==> src/verilog/rv32i_types.sv <==
package rv32i_types;

    typedef logic [31:0] rv32i_word;    // data, address and instruction
    typedef logic [4:0]  rv32i_reg;     // register index
    typedef logic [3:0]  mem_byte_en_t; // one bit per byte lane

    // major opcodes that the pipeline decodes
    typedef enum logic [6:0] {
        op_reg   = 7'b0110011,
        op_imm   = 7'b0010011,
        op_lui   = 7'b0110111,
        op_auipc = 7'b0010111,
        op_load  = 7'b0000011,
        op_store = 7'b0100011
    } rv32i_opcode;

    typedef enum logic [2:0] {
        f3_add  = 3'b000, // add / sub
        f3_sll  = 3'b001,
        f3_slt  = 3'b010,
        f3_sltu = 3'b011,
        f3_xor  = 3'b100,
        f3_sr   = 3'b101, // srl / sra
        f3_or   = 3'b110,
        f3_and  = 3'b111
    } funct3_alu;

    typedef enum logic [2:0] {
        sb = 3'b000,
        sh = 3'b001,
        sw = 3'b010
    } funct3_store;

    // R-type layout, the other formats share the rs1/funct3/rd/opcode positions
    typedef struct packed {
        logic [6:0] funct7;
        rv32i_reg   rs2;
        rv32i_reg   rs1;
        logic [2:0] funct3;
        rv32i_reg   rd;
        logic [6:0] opcode;
    } instr_fields_t;

    localparam logic [6:0] funct7_alt = 7'b0100000; // sub, sra
    localparam logic [2:0] funct3_lw  = 3'b010;
    localparam rv32i_word  nop_instr  = 32'h0000_0013; // addi x0, x0, 0

endpackage

==> src/verilog/control_word_types.sv <==
package control_word_types;

    typedef enum logic [3:0] {
        alu_add,
        alu_sub,
        alu_sll,
        alu_slt,
        alu_sltu,
        alu_xor,
        alu_srl,
        alu_sra,
        alu_or,
        alu_and
    } alu_ops;

    typedef enum logic {a_rs1 = 1'b0, a_pc = 1'b1} alu_a_sel_t;
    typedef enum logic {b_rs2 = 1'b0, b_imm = 1'b1} alu_b_sel_t;
    typedef enum logic {wb_alu = 1'b0, wb_mem = 1'b1} wb_sel_t;

    // everything later stages need, produced once in decode
    typedef struct packed {
        alu_ops                    aluop;
        alu_a_sel_t                alu_a_sel;
        alu_b_sel_t                alu_b_sel;
        logic                      mem_read;
        logic                      mem_write;
        rv32i_types::funct3_store  store_size;
        logic                      reg_write;
        wb_sel_t                   wb_sel;
        rv32i_types::rv32i_reg     rs1;
        rv32i_types::rv32i_reg     rs2;
        rv32i_types::rv32i_reg     rd;
    } control_word_t;

    localparam int CONTROL_WORD_SIZE = $bits(control_word_t);

    // all zero: add, rs1/rs2 operands, no memory access, no write to x0
    localparam control_word_t ctrl_nop = control_word_t'({CONTROL_WORD_SIZE{1'b0}});

endpackage

==> src/verilog/pipe_if.sv <==
`timescale 1ns/100ps

// ID/EX stage register contents
interface id_ex_if;
    import rv32i_types::*;
    import control_word_types::*;

    control_word_t ctrl;
    rv32i_word     pc;       // pc of the instruction itself
    rv32i_word     rs1_data;
    rv32i_word     rs2_data;
    rv32i_word     imm;      // already sign extended / shifted

    modport stage_out (
        output ctrl, pc, rs1_data, rs2_data, imm
    );

    modport stage_in (
        input ctrl, pc, rs1_data, rs2_data, imm
    );
endinterface

// EX/MEM stage register contents
interface ex_mem_if;
    import rv32i_types::*;
    import control_word_types::*;

    control_word_t ctrl;
    rv32i_word     alu_out;  // result or memory address
    rv32i_word     rs2_data; // store data after forwarding

    // execute writes these and reads them back for forwarding
    modport stage_out (
        output ctrl, alu_out, rs2_data
    );

    modport stage_in (
        input ctrl, alu_out, rs2_data
    );
endinterface

==> src/verilog/fetch_stage.sv <==
`timescale 1ns/100ps

module fetch_stage (
    input  logic                   clk,
    input  logic                   rst_n,
    input  rv32i_types::rv32i_word i_mem_rdata,
    output rv32i_types::rv32i_word i_mem_address,
    output logic                   i_mem_read,
    output rv32i_types::rv32i_word if_pc,
    output rv32i_types::rv32i_word if_ir
);
    import rv32i_types::*;

    rv32i_word pc;
    logic      fetch_en; // first cycle out of reset fetches address 0

    assign i_mem_address = pc;
    assign i_mem_read    = fetch_en;

    always_ff @(posedge clk) begin
        if (!rst_n) begin
            pc       <= '0;
            fetch_en <= 1'b0;
            if_ir    <= nop_instr;
        end else begin
            fetch_en <= 1'b1;
            if (fetch_en) pc <= pc + 32'd4; // no branches, always sequential
            if_ir <= fetch_en ? i_mem_rdata : nop_instr;
        end
    end

    always_ff @(posedge clk) begin
        if_pc <= pc; // payload only
    end

    // sequential fetch keeps the pc on word boundaries
    a_pc_aligned: assert property (@(posedge clk) disable iff (!rst_n)
        fetch_en |=> (pc[1:0] == 2'b00) && (pc == $past(pc) + 32'd4));

endmodule

==> src/verilog/regfile.sv <==
`timescale 1ns/100ps

module regfile (
    input  logic                   clk,
    input  logic                   rst_n,
    input  rv32i_types::rv32i_reg  rs1,
    input  rv32i_types::rv32i_reg  rs2,
    output rv32i_types::rv32i_word rs1_data,
    output rv32i_types::rv32i_word rs2_data,
    input  logic                   wb_we,
    input  rv32i_types::rv32i_reg  wb_rd,
    input  rv32i_types::rv32i_word wb_data
);
    import rv32i_types::*;

    rv32i_word regs [1:31]; // x0 has no storage

    always_ff @(posedge clk) begin
        if (!rst_n) begin
            regs <= '{default: '0};
        end else if (wb_we && wb_rd != '0) begin
            regs[wb_rd] <= wb_data;
        end
    end

    // write in the same cycle wins over the stored value
    assign rs1_data = (rs1 == '0) ? '0 :
                      (wb_we && wb_rd == rs1) ? wb_data : regs[rs1];
    assign rs2_data = (rs2 == '0) ? '0 :
                      (wb_we && wb_rd == rs2) ? wb_data : regs[rs2];

endmodule

==> src/verilog/decode_stage.sv <==
`timescale 1ns/100ps

module decode_stage (
    input  logic                   clk,
    input  logic                   rst_n,
    input  rv32i_types::rv32i_word if_pc,
    input  rv32i_types::rv32i_word if_ir,
    input  logic                   wb_we,
    input  rv32i_types::rv32i_reg  wb_rd,
    input  rv32i_types::rv32i_word wb_data,
    id_ex_if.stage_out             id_ex
);
    import rv32i_types::*;
    import control_word_types::*;

    instr_fields_t fld;
    control_word_t ctrl;
    rv32i_word     imm_i, imm_s, imm_u;
    rv32i_word     imm;
    rv32i_word     rs1_data, rs2_data;
    logic          f7_zero, f7_alt;

    // funct3 plus the alt bit of funct7 to alu operation
    function automatic alu_ops alu_decode(input logic [2:0] f3, input logic alt);
        case (funct3_alu'(f3))
            f3_add:  alu_decode = alt ? alu_sub : alu_add;
            f3_sll:  alu_decode = alu_sll;
            f3_slt:  alu_decode = alu_slt;
            f3_sltu: alu_decode = alu_sltu;
            f3_xor:  alu_decode = alu_xor;
            f3_sr:   alu_decode = alt ? alu_sra : alu_srl;
            f3_or:   alu_decode = alu_or;
            default: alu_decode = alu_and;
        endcase
    endfunction

    assign fld     = if_ir;
    assign f7_zero = (fld.funct7 == 7'b0);
    assign f7_alt  = (fld.funct7 == funct7_alt);

    assign imm_i = {{20{if_ir[31]}}, if_ir[31:20]};
    assign imm_s = {{20{if_ir[31]}}, if_ir[31:25], if_ir[11:7]};
    assign imm_u = {if_ir[31:12], 12'h000};

    always_comb begin
        ctrl = ctrl_nop; // anything unrecognised falls through as a nop
        imm  = imm_i;
        case (rv32i_opcode'(fld.opcode))
            op_reg: begin
                // funct7 alt only legal for sub and sra
                if (f7_zero || (f7_alt && (fld.funct3 == f3_add || fld.funct3 == f3_sr))) begin
                    ctrl.aluop     = alu_decode(fld.funct3, f7_alt);
                    ctrl.reg_write = 1'b1;
                    ctrl.rs1       = fld.rs1;
                    ctrl.rs2       = fld.rs2;
                    ctrl.rd        = fld.rd;
                end
            end
            op_imm: begin
                // shift immediates carry funct7 in the upper imm bits
                if ((fld.funct3 != f3_sll || f7_zero) &&
                    (fld.funct3 != f3_sr || f7_zero || f7_alt)) begin
                    ctrl.aluop     = alu_decode(fld.funct3, (fld.funct3 == f3_sr) && f7_alt);
                    ctrl.alu_b_sel = b_imm;
                    ctrl.reg_write = 1'b1;
                    ctrl.rs1       = fld.rs1;
                    ctrl.rd        = fld.rd;
                end
            end
            op_lui: begin
                ctrl.alu_b_sel = b_imm; // x0 + imm
                ctrl.reg_write = 1'b1;
                ctrl.rd        = fld.rd;
                imm            = imm_u;
            end
            op_auipc: begin
                ctrl.alu_a_sel = a_pc;
                ctrl.alu_b_sel = b_imm;
                ctrl.reg_write = 1'b1;
                ctrl.rd        = fld.rd;
                imm            = imm_u;
            end
            op_load: begin
                if (fld.funct3 == funct3_lw) begin // word loads only
                    ctrl.alu_b_sel = b_imm;
                    ctrl.mem_read  = 1'b1;
                    ctrl.reg_write = 1'b1;
                    ctrl.wb_sel    = wb_mem;
                    ctrl.rs1       = fld.rs1;
                    ctrl.rd        = fld.rd;
                end
            end
            op_store: begin
                if (fld.funct3 == sb || fld.funct3 == sh || fld.funct3 == sw) begin
                    ctrl.alu_b_sel  = b_imm;
                    ctrl.mem_write  = 1'b1;
                    ctrl.store_size = funct3_store'(fld.funct3);
                    ctrl.rs1        = fld.rs1;
                    ctrl.rs2        = fld.rs2;
                    imm             = imm_s;
                end
            end
            default: ;
        endcase
    end

    // read ports indexed from the control word so unused fields read x0
    regfile i_regfile (
        .clk      (clk),
        .rst_n    (rst_n),
        .rs1      (ctrl.rs1),
        .rs2      (ctrl.rs2),
        .rs1_data (rs1_data),
        .rs2_data (rs2_data),
        .wb_we    (wb_we),
        .wb_rd    (wb_rd),
        .wb_data  (wb_data)
    );

    always_ff @(posedge clk) begin
        if (!rst_n) id_ex.ctrl <= ctrl_nop;
        else        id_ex.ctrl <= ctrl;
    end

    always_ff @(posedge clk) begin
        id_ex.pc       <= if_pc;
        id_ex.rs1_data <= rs1_data;
        id_ex.rs2_data <= rs2_data;
        id_ex.imm      <= imm;
    end

    a_store_no_wb: assert property (@(posedge clk) disable iff (!rst_n)
        id_ex.ctrl.mem_write |-> !id_ex.ctrl.reg_write);

endmodule

==> src/verilog/alu.sv <==
`timescale 1ns/100ps

module alu (
    input  control_word_types::alu_ops aluop,
    input  rv32i_types::rv32i_word     a,
    input  rv32i_types::rv32i_word     b,
    output rv32i_types::rv32i_word     f
);
    import control_word_types::*;

    logic [4:0] shamt;

    assign shamt = b[4:0]; // upper bits of b ignored for shifts

    always_comb begin
        case (aluop)
            alu_add:  f = a + b;
            alu_sub:  f = a - b;
            alu_sll:  f = a << shamt;
            alu_slt:  f = {31'b0, $signed(a) < $signed(b)};
            alu_sltu: f = {31'b0, a < b};
            alu_xor:  f = a ^ b;
            alu_srl:  f = a >> shamt;
            alu_sra:  f = $unsigned($signed(a) >>> shamt);
            alu_or:   f = a | b;
            alu_and:  f = a & b;
            default:  f = a + b;
        endcase
    end

endmodule

==> src/verilog/execute_stage.sv <==
`timescale 1ns/100ps

module execute_stage (
    input  logic                   clk,
    input  logic                   rst_n,
    id_ex_if.stage_in              id_ex,
    ex_mem_if.stage_out            ex_mem,
    input  logic                   wb_we,
    input  rv32i_types::rv32i_reg  wb_rd,
    input  rv32i_types::rv32i_word wb_data
);
    import rv32i_types::*;
    import control_word_types::*;

    logic      mem_fwd_ok; // EX/MEM holds a usable alu result
    logic      fwd_mem_rs1, fwd_mem_rs2;
    logic      fwd_wb_rs1, fwd_wb_rs2;
    rv32i_word rs1_val, rs2_val;
    rv32i_word alu_a, alu_b, alu_f;

    // load data is not ready in EX/MEM, program avoids load-use
    assign mem_fwd_ok  = ex_mem.ctrl.reg_write && !ex_mem.ctrl.mem_read &&
                         ex_mem.ctrl.rd != '0;
    assign fwd_mem_rs1 = mem_fwd_ok && (ex_mem.ctrl.rd == id_ex.ctrl.rs1);
    assign fwd_mem_rs2 = mem_fwd_ok && (ex_mem.ctrl.rd == id_ex.ctrl.rs2);
    assign fwd_wb_rs1  = wb_we && wb_rd != '0 && (wb_rd == id_ex.ctrl.rs1);
    assign fwd_wb_rs2  = wb_we && wb_rd != '0 && (wb_rd == id_ex.ctrl.rs2);

    // youngest result first
    assign rs1_val = fwd_mem_rs1 ? ex_mem.alu_out :
                     fwd_wb_rs1  ? wb_data : id_ex.rs1_data;
    assign rs2_val = fwd_mem_rs2 ? ex_mem.alu_out :
                     fwd_wb_rs2  ? wb_data : id_ex.rs2_data;

    assign alu_a = (id_ex.ctrl.alu_a_sel == a_pc)  ? id_ex.pc  : rs1_val; // auipc
    assign alu_b = (id_ex.ctrl.alu_b_sel == b_imm) ? id_ex.imm : rs2_val;

    alu i_alu (
        .aluop (id_ex.ctrl.aluop),
        .a     (alu_a),
        .b     (alu_b),
        .f     (alu_f)
    );

    always_ff @(posedge clk) begin
        if (!rst_n) ex_mem.ctrl <= ctrl_nop;
        else        ex_mem.ctrl <= id_ex.ctrl;
    end

    always_ff @(posedge clk) begin
        ex_mem.alu_out  <= alu_f;
        ex_mem.rs2_data <= rs2_val; // store data with forwarding applied
    end

    // a load in EX/MEM has no data yet, so the next instruction must not read its rd
    a_no_load_use: assert property (@(posedge clk) disable iff (!rst_n)
        (ex_mem.ctrl.mem_read && ex_mem.ctrl.rd != '0) |->
            (ex_mem.ctrl.rd != id_ex.ctrl.rs1 && ex_mem.ctrl.rd != id_ex.ctrl.rs2));

endmodule

==> src/verilog/mem_wb_stage.sv <==
`timescale 1ns/100ps

module mem_wb_stage (
    input  logic                      clk,
    input  logic                      rst_n,
    ex_mem_if.stage_in                ex_mem,
    output rv32i_types::rv32i_word    d_mem_address,
    output rv32i_types::rv32i_word    d_mem_wdata,
    output rv32i_types::mem_byte_en_t mem_byte_en,
    output logic                      d_mem_read,
    output logic                      d_mem_write,
    input  rv32i_types::rv32i_word    d_mem_rdata,
    output logic                      wb_we,
    output rv32i_types::rv32i_reg     wb_rd,
    output rv32i_types::rv32i_word    wb_data
);
    import rv32i_types::*;
    import control_word_types::*;

    logic [1:0]   offs; // byte offset within the word
    rv32i_word    st;
    mem_byte_en_t lanes;

    assign offs          = ex_mem.alu_out[1:0];
    assign st            = ex_mem.rs2_data;
    assign d_mem_address = {ex_mem.alu_out[31:2], 2'b00};
    assign d_mem_read    = ex_mem.ctrl.mem_read;
    assign d_mem_write   = ex_mem.ctrl.mem_write;

    // data copied into every lane, enables pick the right one
    always_comb begin
        case (ex_mem.ctrl.store_size)
            sb: begin
                d_mem_wdata = {4{st[7:0]}};
                lanes       = mem_byte_en_t'(4'b0001 << offs);
            end
            sh: begin
                d_mem_wdata = {2{st[15:0]}};
                lanes       = offs[1] ? 4'b1100 : 4'b0011;
            end
            default: begin
                d_mem_wdata = st;
                lanes       = 4'b1111;
            end
        endcase
    end

    assign mem_byte_en = ex_mem.ctrl.mem_write ? lanes : '0;

    always_ff @(posedge clk) begin
        if (!rst_n) wb_we <= 1'b0;
        else        wb_we <= ex_mem.ctrl.reg_write;
    end

    always_ff @(posedge clk) begin
        wb_rd   <= ex_mem.ctrl.rd;
        wb_data <= (ex_mem.ctrl.wb_sel == wb_mem) ? d_mem_rdata : ex_mem.alu_out;
    end

    a_rd_wr_excl: assert property (@(posedge clk) disable iff (!rst_n)
        !(d_mem_read && d_mem_write));

endmodule

==> src/verilog/datapath.sv <==
`timescale 1ns/100ps

module datapath (
    input  logic                      clk,
    input  logic                      rst_n,

    input  rv32i_types::rv32i_word    i_mem_rdata,
    output rv32i_types::rv32i_word    i_mem_address,
    output logic                      i_mem_read,

    input  rv32i_types::rv32i_word    d_mem_rdata,
    output rv32i_types::rv32i_word    d_mem_wdata,
    output rv32i_types::rv32i_word    d_mem_address,
    output logic                      d_mem_read,
    output logic                      d_mem_write,
    output rv32i_types::mem_byte_en_t mem_byte_en
);
    import rv32i_types::*;

    rv32i_word if_pc, if_ir; // IF/ID outputs
    logic      wb_we;        // writeback bus
    rv32i_reg  wb_rd;
    rv32i_word wb_data;

    id_ex_if  id_ex ();
    ex_mem_if ex_mem ();

    fetch_stage i_fetch (
        .clk           (clk),
        .rst_n         (rst_n),
        .i_mem_rdata   (i_mem_rdata),
        .i_mem_address (i_mem_address),
        .i_mem_read    (i_mem_read),
        .if_pc         (if_pc),
        .if_ir         (if_ir)
    );

    decode_stage i_decode (
        .clk     (clk),
        .rst_n   (rst_n),
        .if_pc   (if_pc),
        .if_ir   (if_ir),
        .wb_we   (wb_we),
        .wb_rd   (wb_rd),
        .wb_data (wb_data),
        .id_ex   (id_ex.stage_out)
    );

    execute_stage i_execute (
        .clk     (clk),
        .rst_n   (rst_n),
        .id_ex   (id_ex.stage_in),
        .ex_mem  (ex_mem.stage_out),
        .wb_we   (wb_we),
        .wb_rd   (wb_rd),
        .wb_data (wb_data)
    );

    mem_wb_stage i_mem_wb (
        .clk           (clk),
        .rst_n         (rst_n),
        .ex_mem        (ex_mem.stage_in),
        .d_mem_address (d_mem_address),
        .d_mem_wdata   (d_mem_wdata),
        .mem_byte_en   (mem_byte_en),
        .d_mem_read    (d_mem_read),
        .d_mem_write   (d_mem_write),
        .d_mem_rdata   (d_mem_rdata),
        .wb_we         (wb_we),
        .wb_rd         (wb_rd),
        .wb_data       (wb_data)
    );

endmodule

==> config.mk <==
export PLATFORM = sky130hd
export DESIGN_NAME = datapath
export DESIGN_NICKNAME = d
export VERILOG_FILES = /design/src/verilog/rv32i_types.sv /design/src/verilog/control_word_types.sv /design/src/verilog/pipe_if.sv /design/src/verilog/fetch_stage.sv /design/src/verilog/regfile.sv /design/src/verilog/decode_stage.sv /design/src/verilog/alu.sv /design/src/verilog/execute_stage.sv /design/src/verilog/mem_wb_stage.sv /design/src/verilog/datapath.sv
export SDC_FILE = /design/constraint.sdc
export NUM_CORES = 2
export LEC_CHECK = 0
export BUFFER_PORTS_ARGS = -buffer_cell sky130_fd_sc_hd__buf_2
export CAP_MARGIN = 20
export CORE_MARGIN = 3
export CORE_UTILIZATION = 44
export CTS_BUF_LIST = sky130_fd_sc_hd__clkbuf_4 sky130_fd_sc_hd__clkbuf_8
export CTS_CLUSTER_DIAMETER = 150
export DETAILED_ROUTE_END_ITERATION = 8
export GPL_TIMING_DRIVEN = 0
export MAX_ROUTING_LAYER = met4
export PLACE_DENSITY = 0.55
export SETUP_SLACK_MARGIN = 0.5
export SLEW_MARGIN = 20
export SYNTH_ARGS = -nofsm -noshare
export SYNTH_HDL_FRONTEND = slang
export SYNTH_SLANG_ARGS = --single-unit
==> constraint.sdc <==
create_clock -name clk -period 7.9 [get_ports clk]
set_input_delay 0.79 -clock clk [delete_from_list [all_inputs] [get_ports clk]]
set_output_delay 0.79 -clock clk [all_outputs]
set_load 0.01 [all_outputs]
[Yosys cells after proc, flatten, opt, wreduce, memory -nomap -nowiden]
Index checks and enable logic that the tools add are counted.
Cells by class
  div/mod/pow operators: 0
  shift-type cells: 4
  multiply operators: 0
  add/sub/neg operators: 3
  bitwise logic cells: 6
  mux-type cells: 52
  order comparisons: 6
  reduce and logical (&&, ||, !) cells: 33
  equal/unequal tests: 31
Operator list (count)
  $bwmux W992: 1
  $mux W32: 14
  $bmux W32 S5: 2
  $pmux W32 S9: 1
  $demux W32 S5: 1
  $lt A32 B32 Y1: 2
  $pmux W32 S2: 1
  $pmux W31 S2: 1
  $pmux W4 S7: 2
  $pmux W5 S4: 2
  $add A32 B3 Y32 const B: 1
  $add A32 B32 Y32: 1
  $and A32 B32 Y32: 1
  $or A32 B32 Y32: 1
  $shl A32 B5 Y32: 1
  $shr A32 B5 Y32: 1
  $sshr A32 B5 Y32: 1
  $sub A32 B32 Y32: 1
  $xor A32 B32 Y32: 1
  $eq A5 B5 Y1: 6
  $eq A7 B6 Y1 const B: 4
  $mux W4: 5
  $mux W5: 4
  $ge A6 B6 Y1 const B: 3
  other kinds (32): 77
Word-level totals
  memories: 0
  input port bits: 66
  memory bits (read-only): 0
  bits in writable memories: 0
  register bits after elaboration: 1359
  bits in latches: 0
  word-level logic and storage cells: 196

[Longest topological paths before layout]
  word-level depth: 11
  mapped depth: 25

[By module]
A second synthesis with hierarchy kept.
Second synthesis, totals
  cells, all modules: 8429
  area total of the unflattened synthesis: 76025.4 µm²
Modules (own cells, without submodules)
  regfile: sequential area each 19859.0 µm², area an instance 53297.4 µm², times used 1, cells an instance 5862
  alu: sequential area each 0.0 µm², area an instance 8770.9 µm², times used 1, cells an instance 1309
  execute_stage: sequential area each 1841.8 µm², area an instance 4989.8 µm², times used 1, cells an instance 504
  decode_stage: sequential area each 3103.0 µm², area an instance 4055.1 µm², times used 1, cells an instance 302
  fetch_stage: sequential area each 1861.8 µm², area an instance 3004.1 µm², times used 1, cells an instance 277
  mem_wb_stage: sequential area each 760.7 µm², area an instance 1908.1 µm², times used 1, cells an instance 175

[Least setup slack after synthesis]
No wires, ideal clock.
  path kind: flip-flop to flip-flop
  start point: reg i_execute.ex_mem.ctrl[0] (netlist name)
  end point: reg i_execute.ex_mem.alu_out[23]
  library setup time: 0.124 ns
  arrival time: 5.404 ns
  slack: 2.371 ns
  path buffers: 6
  period minus slack after synthesis: 5.529 ns
  required time: 7.776 ns
  stages on the path, launching flop included: 24
  cells stage by stage: dfxtp_1 -> or4_4 -> o211ai_2 -> or2_2 -> buf_2 -> a31oi_1 -> mux2i_4 -> buf_2 -> buf_2 -> buf_2 -> buf_2 -> ha_1 -> clkbuf_1 -> nand2b_1 -> o311ai_0 -> a211oi_1 -> a311oi_1 -> o31a_1 -> o311ai_0 -> a31oi_1 -> nand2_1 -> o211ai_1 -> a21boi_0 -> a2111o_1
Between the ends
  cells in the longest elaborated chain, start to end: 7
RTL lines
  $reduce_bool A5 Y1: RTL line execute_stage.sv:23  | ex_mem.ctrl.rd != '0;
  $logic_and A1 B1 Y1: RTL line execute_stage.sv:22  | assign mem_fwd_ok = ex_mem.ctrl.reg_write && !ex_mem.ctrl.mem_read &&
  $logic_and A1 B1 Y1 (*): RTL line execute_stage.sv:25  | assign fwd_mem_rs2 = mem_fwd_ok && (ex_mem.ctrl.rd == id_ex.ctrl.rs2);
  $mux W32 (*): RTL line execute_stage.sv:32  | assign rs2_val = fwd_mem_rs2 ? ex_mem.alu_out :
  net i_execute.rs2_val[2]: RTL line execute_stage.sv:18  | rv32i_word rs1_val, rs2_val;
  $mux W32 (*): RTL line execute_stage.sv:36  | assign alu_b = (id_ex.ctrl.alu_b_sel == b_imm) ? id_ex.imm : rs2_val;
  $add A32 B32 Y32 (tied with other cells): RTL line alu.sv:17, alu.sv:27
  $pmux W32 S9 (*): RTL line alu.sv:16  | case (aluop)
  net i_execute.alu_f[23]: RTL line execute_stage.sv:19  | rv32i_word alu_a, alu_b, alu_f;
  end signal, assigned: RTL line execute_stage.sv:51  | ex_mem.alu_out <= alu_f;
  end, declared: RTL line pipe_if.sv:34  | output ctrl, alu_out, rs2_data
The timed path passes the listed nets; every way through them passes the cells marked *.
A chain may end at the register's enable or synchronous reset.

[Worst setup path in the final report]
  start point: reg i_fetch.if_ir[0]
  end point: reg i_decode.id_ex.rs2_data[15]
Between the ends
  cells in the longest elaborated chain, start to end: 7
RTL lines
  start, declared: RTL line fetch_stage.sv:10  | output rv32i_types::rv32i_word if_ir
  start signal, assigned: RTL line fetch_stage.sv:24  | if_ir <= nop_instr;
  start signal, assigned: RTL line fetch_stage.sv:28  | if_ir <= fetch_en ? i_mem_rdata : nop_instr;
  $eq A7 B6 Y1: RTL line decode_stage.sv:48  | case (rv32i_opcode'(fld.opcode))
  $pmux W5 S2 (*): RTL line decode_stage.sv:48
  $not A5 Y6 (not written as such): RTL line regfile.sv:30  | (wb_we && wb_rd == rs2) ? wb_data : regs[rs2];
  $bmux W32 S5: RTL line regfile.sv:30
  $mux W32 (not written as such) (2 in a row): RTL line regfile.sv:30
  $mux W32: RTL line regfile.sv:30
  end, declared: RTL line pipe_if.sv:15  | output ctrl, pc, rs1_data, rs2_data, imm
Every way passes the cells marked *; elsewhere a longest branch is shown, timed or not. The select of a mux whose other input is x is not followed.

==> run_results.csv <==
group,metric,value,unit
run,maxCapViolCount,0,
layout,num-nets-final,9805,
synth,synth.cells.most_frequent,"sky130_fd_sc_hd__nand2_1, sky130_fd_sc_hd__dfxtp_1, sky130_fd_sc_hd__a21oi_1",
clock_network,tritoncts_clock_tree,"done",
critical_path,cp_data_arrival_time,8.77,ns
floorplan,core_region_area,0.1635,sq mm
synth,yosys_warnings,0,
worst_hold_path,timing.hold.worst.class,"in -> reg",
layout,seqCellArea,0.02705,sq mm
synth,post_synth.cell_area_avg,7.918,sq um
layout,layout.cells.non_filler,12080,
outcome,outcome,"finished with violations",
critical_path,worst-path-buf-inv,5,
worst_hold_path,worst_min_delay_path_endpoint,"i_fetch.if_ir[2]",
timing,slew-limit-headroom,1.849,%
power,power_leakage,30.01,nW
critical_path,reg2reg_depth,15,
placement,place.gp.congestion,1.203,
floorplan,start_util,44.47,%
layout,multiInputGateArea,0.04175,sq mm
clock_network,cts.sink_count,1351,
critical_path,launching_element_type_of_the_critical_path,"flop",
layout,finalCoreUtilization,50.56,%
synth,synth_top_flop_cell,"sky130_fd_sc_hd__dfxtp_1",
layout,fin_area,0.08268,sq mm
timing,min_period_over_period,98.71,%
synth,synth.largest_area_cell,"sky130_fd_sc_hd__dfxtp_1",
layout,layout.filler_cells,15990,
synth,count_of_flip_flops_with_a_built_in_enable_after_synthesis,0,
floorplan,die_h,412.5,um
power,vdd_drop_max,0.2006,mV
synth,postSynthRegisterBits,1351,
clock_network,cts_buffer_depth,3,
global_route,grt_max_degree,20,
placement,setup_slack_at_placement,-0.5317,ns
synth,synth_seq_area_share,37.20,%
critical_path,critPathCaptureType,"flop",
clock_network,cts.root.buffer_cell,"sky130_fd_sc_hd__clkbuf_8",
detailed_routing,total_vias_in_the_final_route,80420,
critical_path,worst_r2r_startpoint,"i_fetch.if_ir[0]",
placement,cell_count_post_placement,11550,
synth,most_repeated_cell_in_the_gate_level_netlist_after_synthesis,"sky130_fd_sc_hd__nand2_1",
timing,fin_crit,7.798,ns
floorplan,die-area,0.1702,sq mm
detailed_routing,first_pass_detailed_route_iteration_total,9,
timing,max_slew.worst_pin.slew,1.457,ns
global_route,wire_length_of_the_first_global_routing_pass,600000,um
global_route,antenna_found_initial,60,
clock_network,insertion_delay,1.11,ns
clock_network,clock_slew_seen_by_the_registers_of_the_worst_setup_and_hold_paths,0.06,ns
critical_path,timing.critical_path.required,8.87,ns
synth,async_flop_share,0,%
critical_path,r2r_slack,0.10,ns
outcome,failed_checks,"DRC",
detailed_routing,remaining_number_of_nets_flagged_by_the_antenna_check_after_routing,0,
placement,place.port_buffers,164,
clock_network,htree_num_levels,4,
timing,clk_skew,0.1104,ns
global_route,grt_util_all_layers,52.49,%
critical_path,worstPathMaxFanout,11,
detailed_routing,routedWlPerCell,37.08,um
global_route,globalRoute.totalOverflow,0,
detailed_routing,first_iter_violations,13630,
worst_hold_path,worst_hold_path.num_cells,2,
timing,timing.hold.ws,0.02811,ns
floorplan,die_width,412.5,um
global_route,number_of_global_route_vias_before_repair,73320,
timing,worst_slack,0.1019,ns
timing,setup_repair_after_global_routing_missed_its_margin,"true",
timing,finalMaxSlewViolations,0,
critical_path,critical-path-top-delay-family,"compound AO/OA/AOI/OAI gates",
timing,setup-violations-final,0,
clock_network,cts_inserted_buffers,228,
layout,final_layout_size_suffix_gt1_share,12.49,%
synth,yosys.cell_types.count,103,
placement,place_area,0.07669,sq mm
synth,netlist_area,0.07271,sq mm
critical_path,crit_type,"reg -> reg",
detailed_routing,drc,58,
synth,netlist_instances,9182,
timing,achievable-frequency,0.1282,GHz
detailed_routing,via_per_inst,6.655,
placement,dpl.hpwl,336600,um
layout,area_delta_synth_final,13.72,%
worst_hold_path,timing.hold.worst.start,"i_mem_rdata[2]",
floorplan,row_count,148,
floorplan,io-pin-count,169,
synth,synthTopCellsByArea,"sky130_fd_sc_hd__dfxtp_1, sky130_fd_sc_hd__nand2_1, sky130_fd_sc_hd__a21oi_1",
synth,synth.top_cell.area_share,37.20,%
timing,hold_viol_final,0,
critical_path,reg2reg_to,"i_decode.id_ex.rs2_data[15]",
power,power_density,194.3,mW/mm^2
critical_path,worst_path_slowest_cell,"sky130_fd_sc_hd__o211ai_1",
critical_path,cp_slowest_stage_delay,1.20,ns
critical_path,crit_chain,"nor4bb_1, and4_1, buf_2, a41o_1, clkbuf_1, and2_1, buf_2, buf_1, clkbuf_1, nand2_1, a311oi_1, a31oi_1, o211ai_1, nand3_1, a21oi_1",
detailed_routing,wl,448100,um
## cells by family (layout without fill, tap and decap cells)
group	count (synthesis)	in the layout	share of synthesized area, %
flip-flops	1351	1351	37.20
multiplexers	829	829	16.09
AO/OA/AOI/OAI	2166	2166	17.95
AND/OR/NAND/NOR	3642	3642	20.51
XOR/XNOR	70	70	0.8432
other	1	93	0.005158
buffers and inverters	1023	1657	5.665
adder cells (fa/ha/maj)	100	100	1.742
## routing by layer
metal,vias to the layer above,GRT usage [%],wire length (um)
met1,38420,54.97,149000
met2,6788,72.93,182500
met3,2245,25.36,65860
met5,-,-,0
li1,32960,-,-
met4,0,46.32,50800
## state kept, by name, indices dropped and copies added (netlist names)
| register | flops |
|---|---|
| i_decode.id_ex.rs2_data | 32 |
| i_fetch.i_mem_address | 30 |
| i_decode.id_ex.pc | 30 |
| i_fetch.i_mem_read | 1 |
| i_decode.i_regfile.regs | 992 |
| i_fetch.if_ir | 32 |
| i_mem_wb.wb_we | 1 |
| i_decode.id_ex.rs1_data | 32 |
| i_fetch.if_pc | 30 |
| i_mem_wb.wb_data | 32 |
| i_execute.ex_mem.ctrl | 11 |
| i_execute.ex_mem.alu_out | 32 |
| i_execute.ex_mem.rs2_data | 32 |
| i_mem_wb.wb_rd | 5 |
| i_decode.id_ex.ctrl | 27 |
| i_decode.id_ex.imm | 32 |
## worst max path at each step
stage / from / to / slack (ns) / depth (start not counted)
after floorplan: i_execute.ex_mem.ctrl[0] / i_execute.ex_mem.alu_out[23] / 2.37 / 23
after global placement: i_execute.ex_mem.ctrl[15] / i_execute.ex_mem.alu_out[24] / -0.93 / 21
after detailed placement: i_execute.ex_mem.ctrl[15] / i_execute.ex_mem.alu_out[24] / -0.53 / 21
after CTS: i_mem_wb.wb_rd[3] / i_execute.ex_mem.alu_out[24] / 0.45 / 21
after global routing: i_mem_wb.wb_rd[3] / i_execute.ex_mem.alu_out[24] / 0.50 / 22
final: i_fetch.if_ir[0] / i_decode.id_ex.rs2_data[15] / 0.10 / 15
## cell type report
cell class,count,area share [%]
clock buffer,355,5.433
sequential,1351,32.71
tap,2175,3.291
clock inverter,56,0.9171
inverter,111,0.5145
multi-input combinational,6812,50.49
buffer,912,4.643
timing repair buffer,223,1.733
antenna,88,0.2663
## report_power, final
group,total (mW),internal [mW],switching (mW)
Combinational,1.71,0.391,1.32
Sequential,6.98,6.87,0.109
Clock,7.38,4.04,3.33
## per-stage QoR
| step | power [mW] | TNS [ns] |
|---|---|---|
| floorplan | 7.834 | 0 |
| global placement | 8.669 | -7.440 |
| detailed placement | 8.679 | -2.746 |
| CTS | 15.84 | 0 |
| global route | 16.25 | 0 |
| finish | 16.07 | 0 |
## what timing repair did
| item | CTS | global route |
|---|---|---|
| hold buffers | 22 | 8 |
| gates cloned | 0 | 0 |
| setup buffers | 2 | 0 |
| setup endpoints to repair | 22 | 12 |
| endpoints found under the hold margin | 22 | 8 |
| gates resized for setup | 19 | 12 |
## cells in the final DEF (no fill, tap or decap), types with 80 or more instances in the layout
cell                       synthesis  final
sky130_fd_sc_hd__a221oi_1        114    112
sky130_fd_sc_hd__mux2i_1         495    494
sky130_fd_sc_hd__nand3_1         230    230
sky130_fd_sc_hd__mux4_2          262    262
sky130_fd_sc_hd__clkbuf_8          0    292
sky130_fd_sc_hd__inv_1           104    104
sky130_fd_sc_hd__nor2_1          239    232
sky130_fd_sc_hd__dfxtp_1        1351   1351
sky130_fd_sc_hd__clkbuf_2          0     83
sky130_fd_sc_hd__clkbuf_1        734    656
sky130_fd_sc_hd__nand2_1        2798   2798
sky130_fd_sc_hd__a31oi_1          80     80
sky130_fd_sc_hd__buf_2            39    224
sky130_fd_sc_hd__diode_2           0     88
sky130_fd_sc_hd__a21oi_1        1189   1187
sky130_fd_sc_hd__o21ai_0         282    261
sky130_fd_sc_hd__ha_1             98     98
sky130_fd_sc_hd__and3_1          131    131
(Power assumes the default switching activity.)
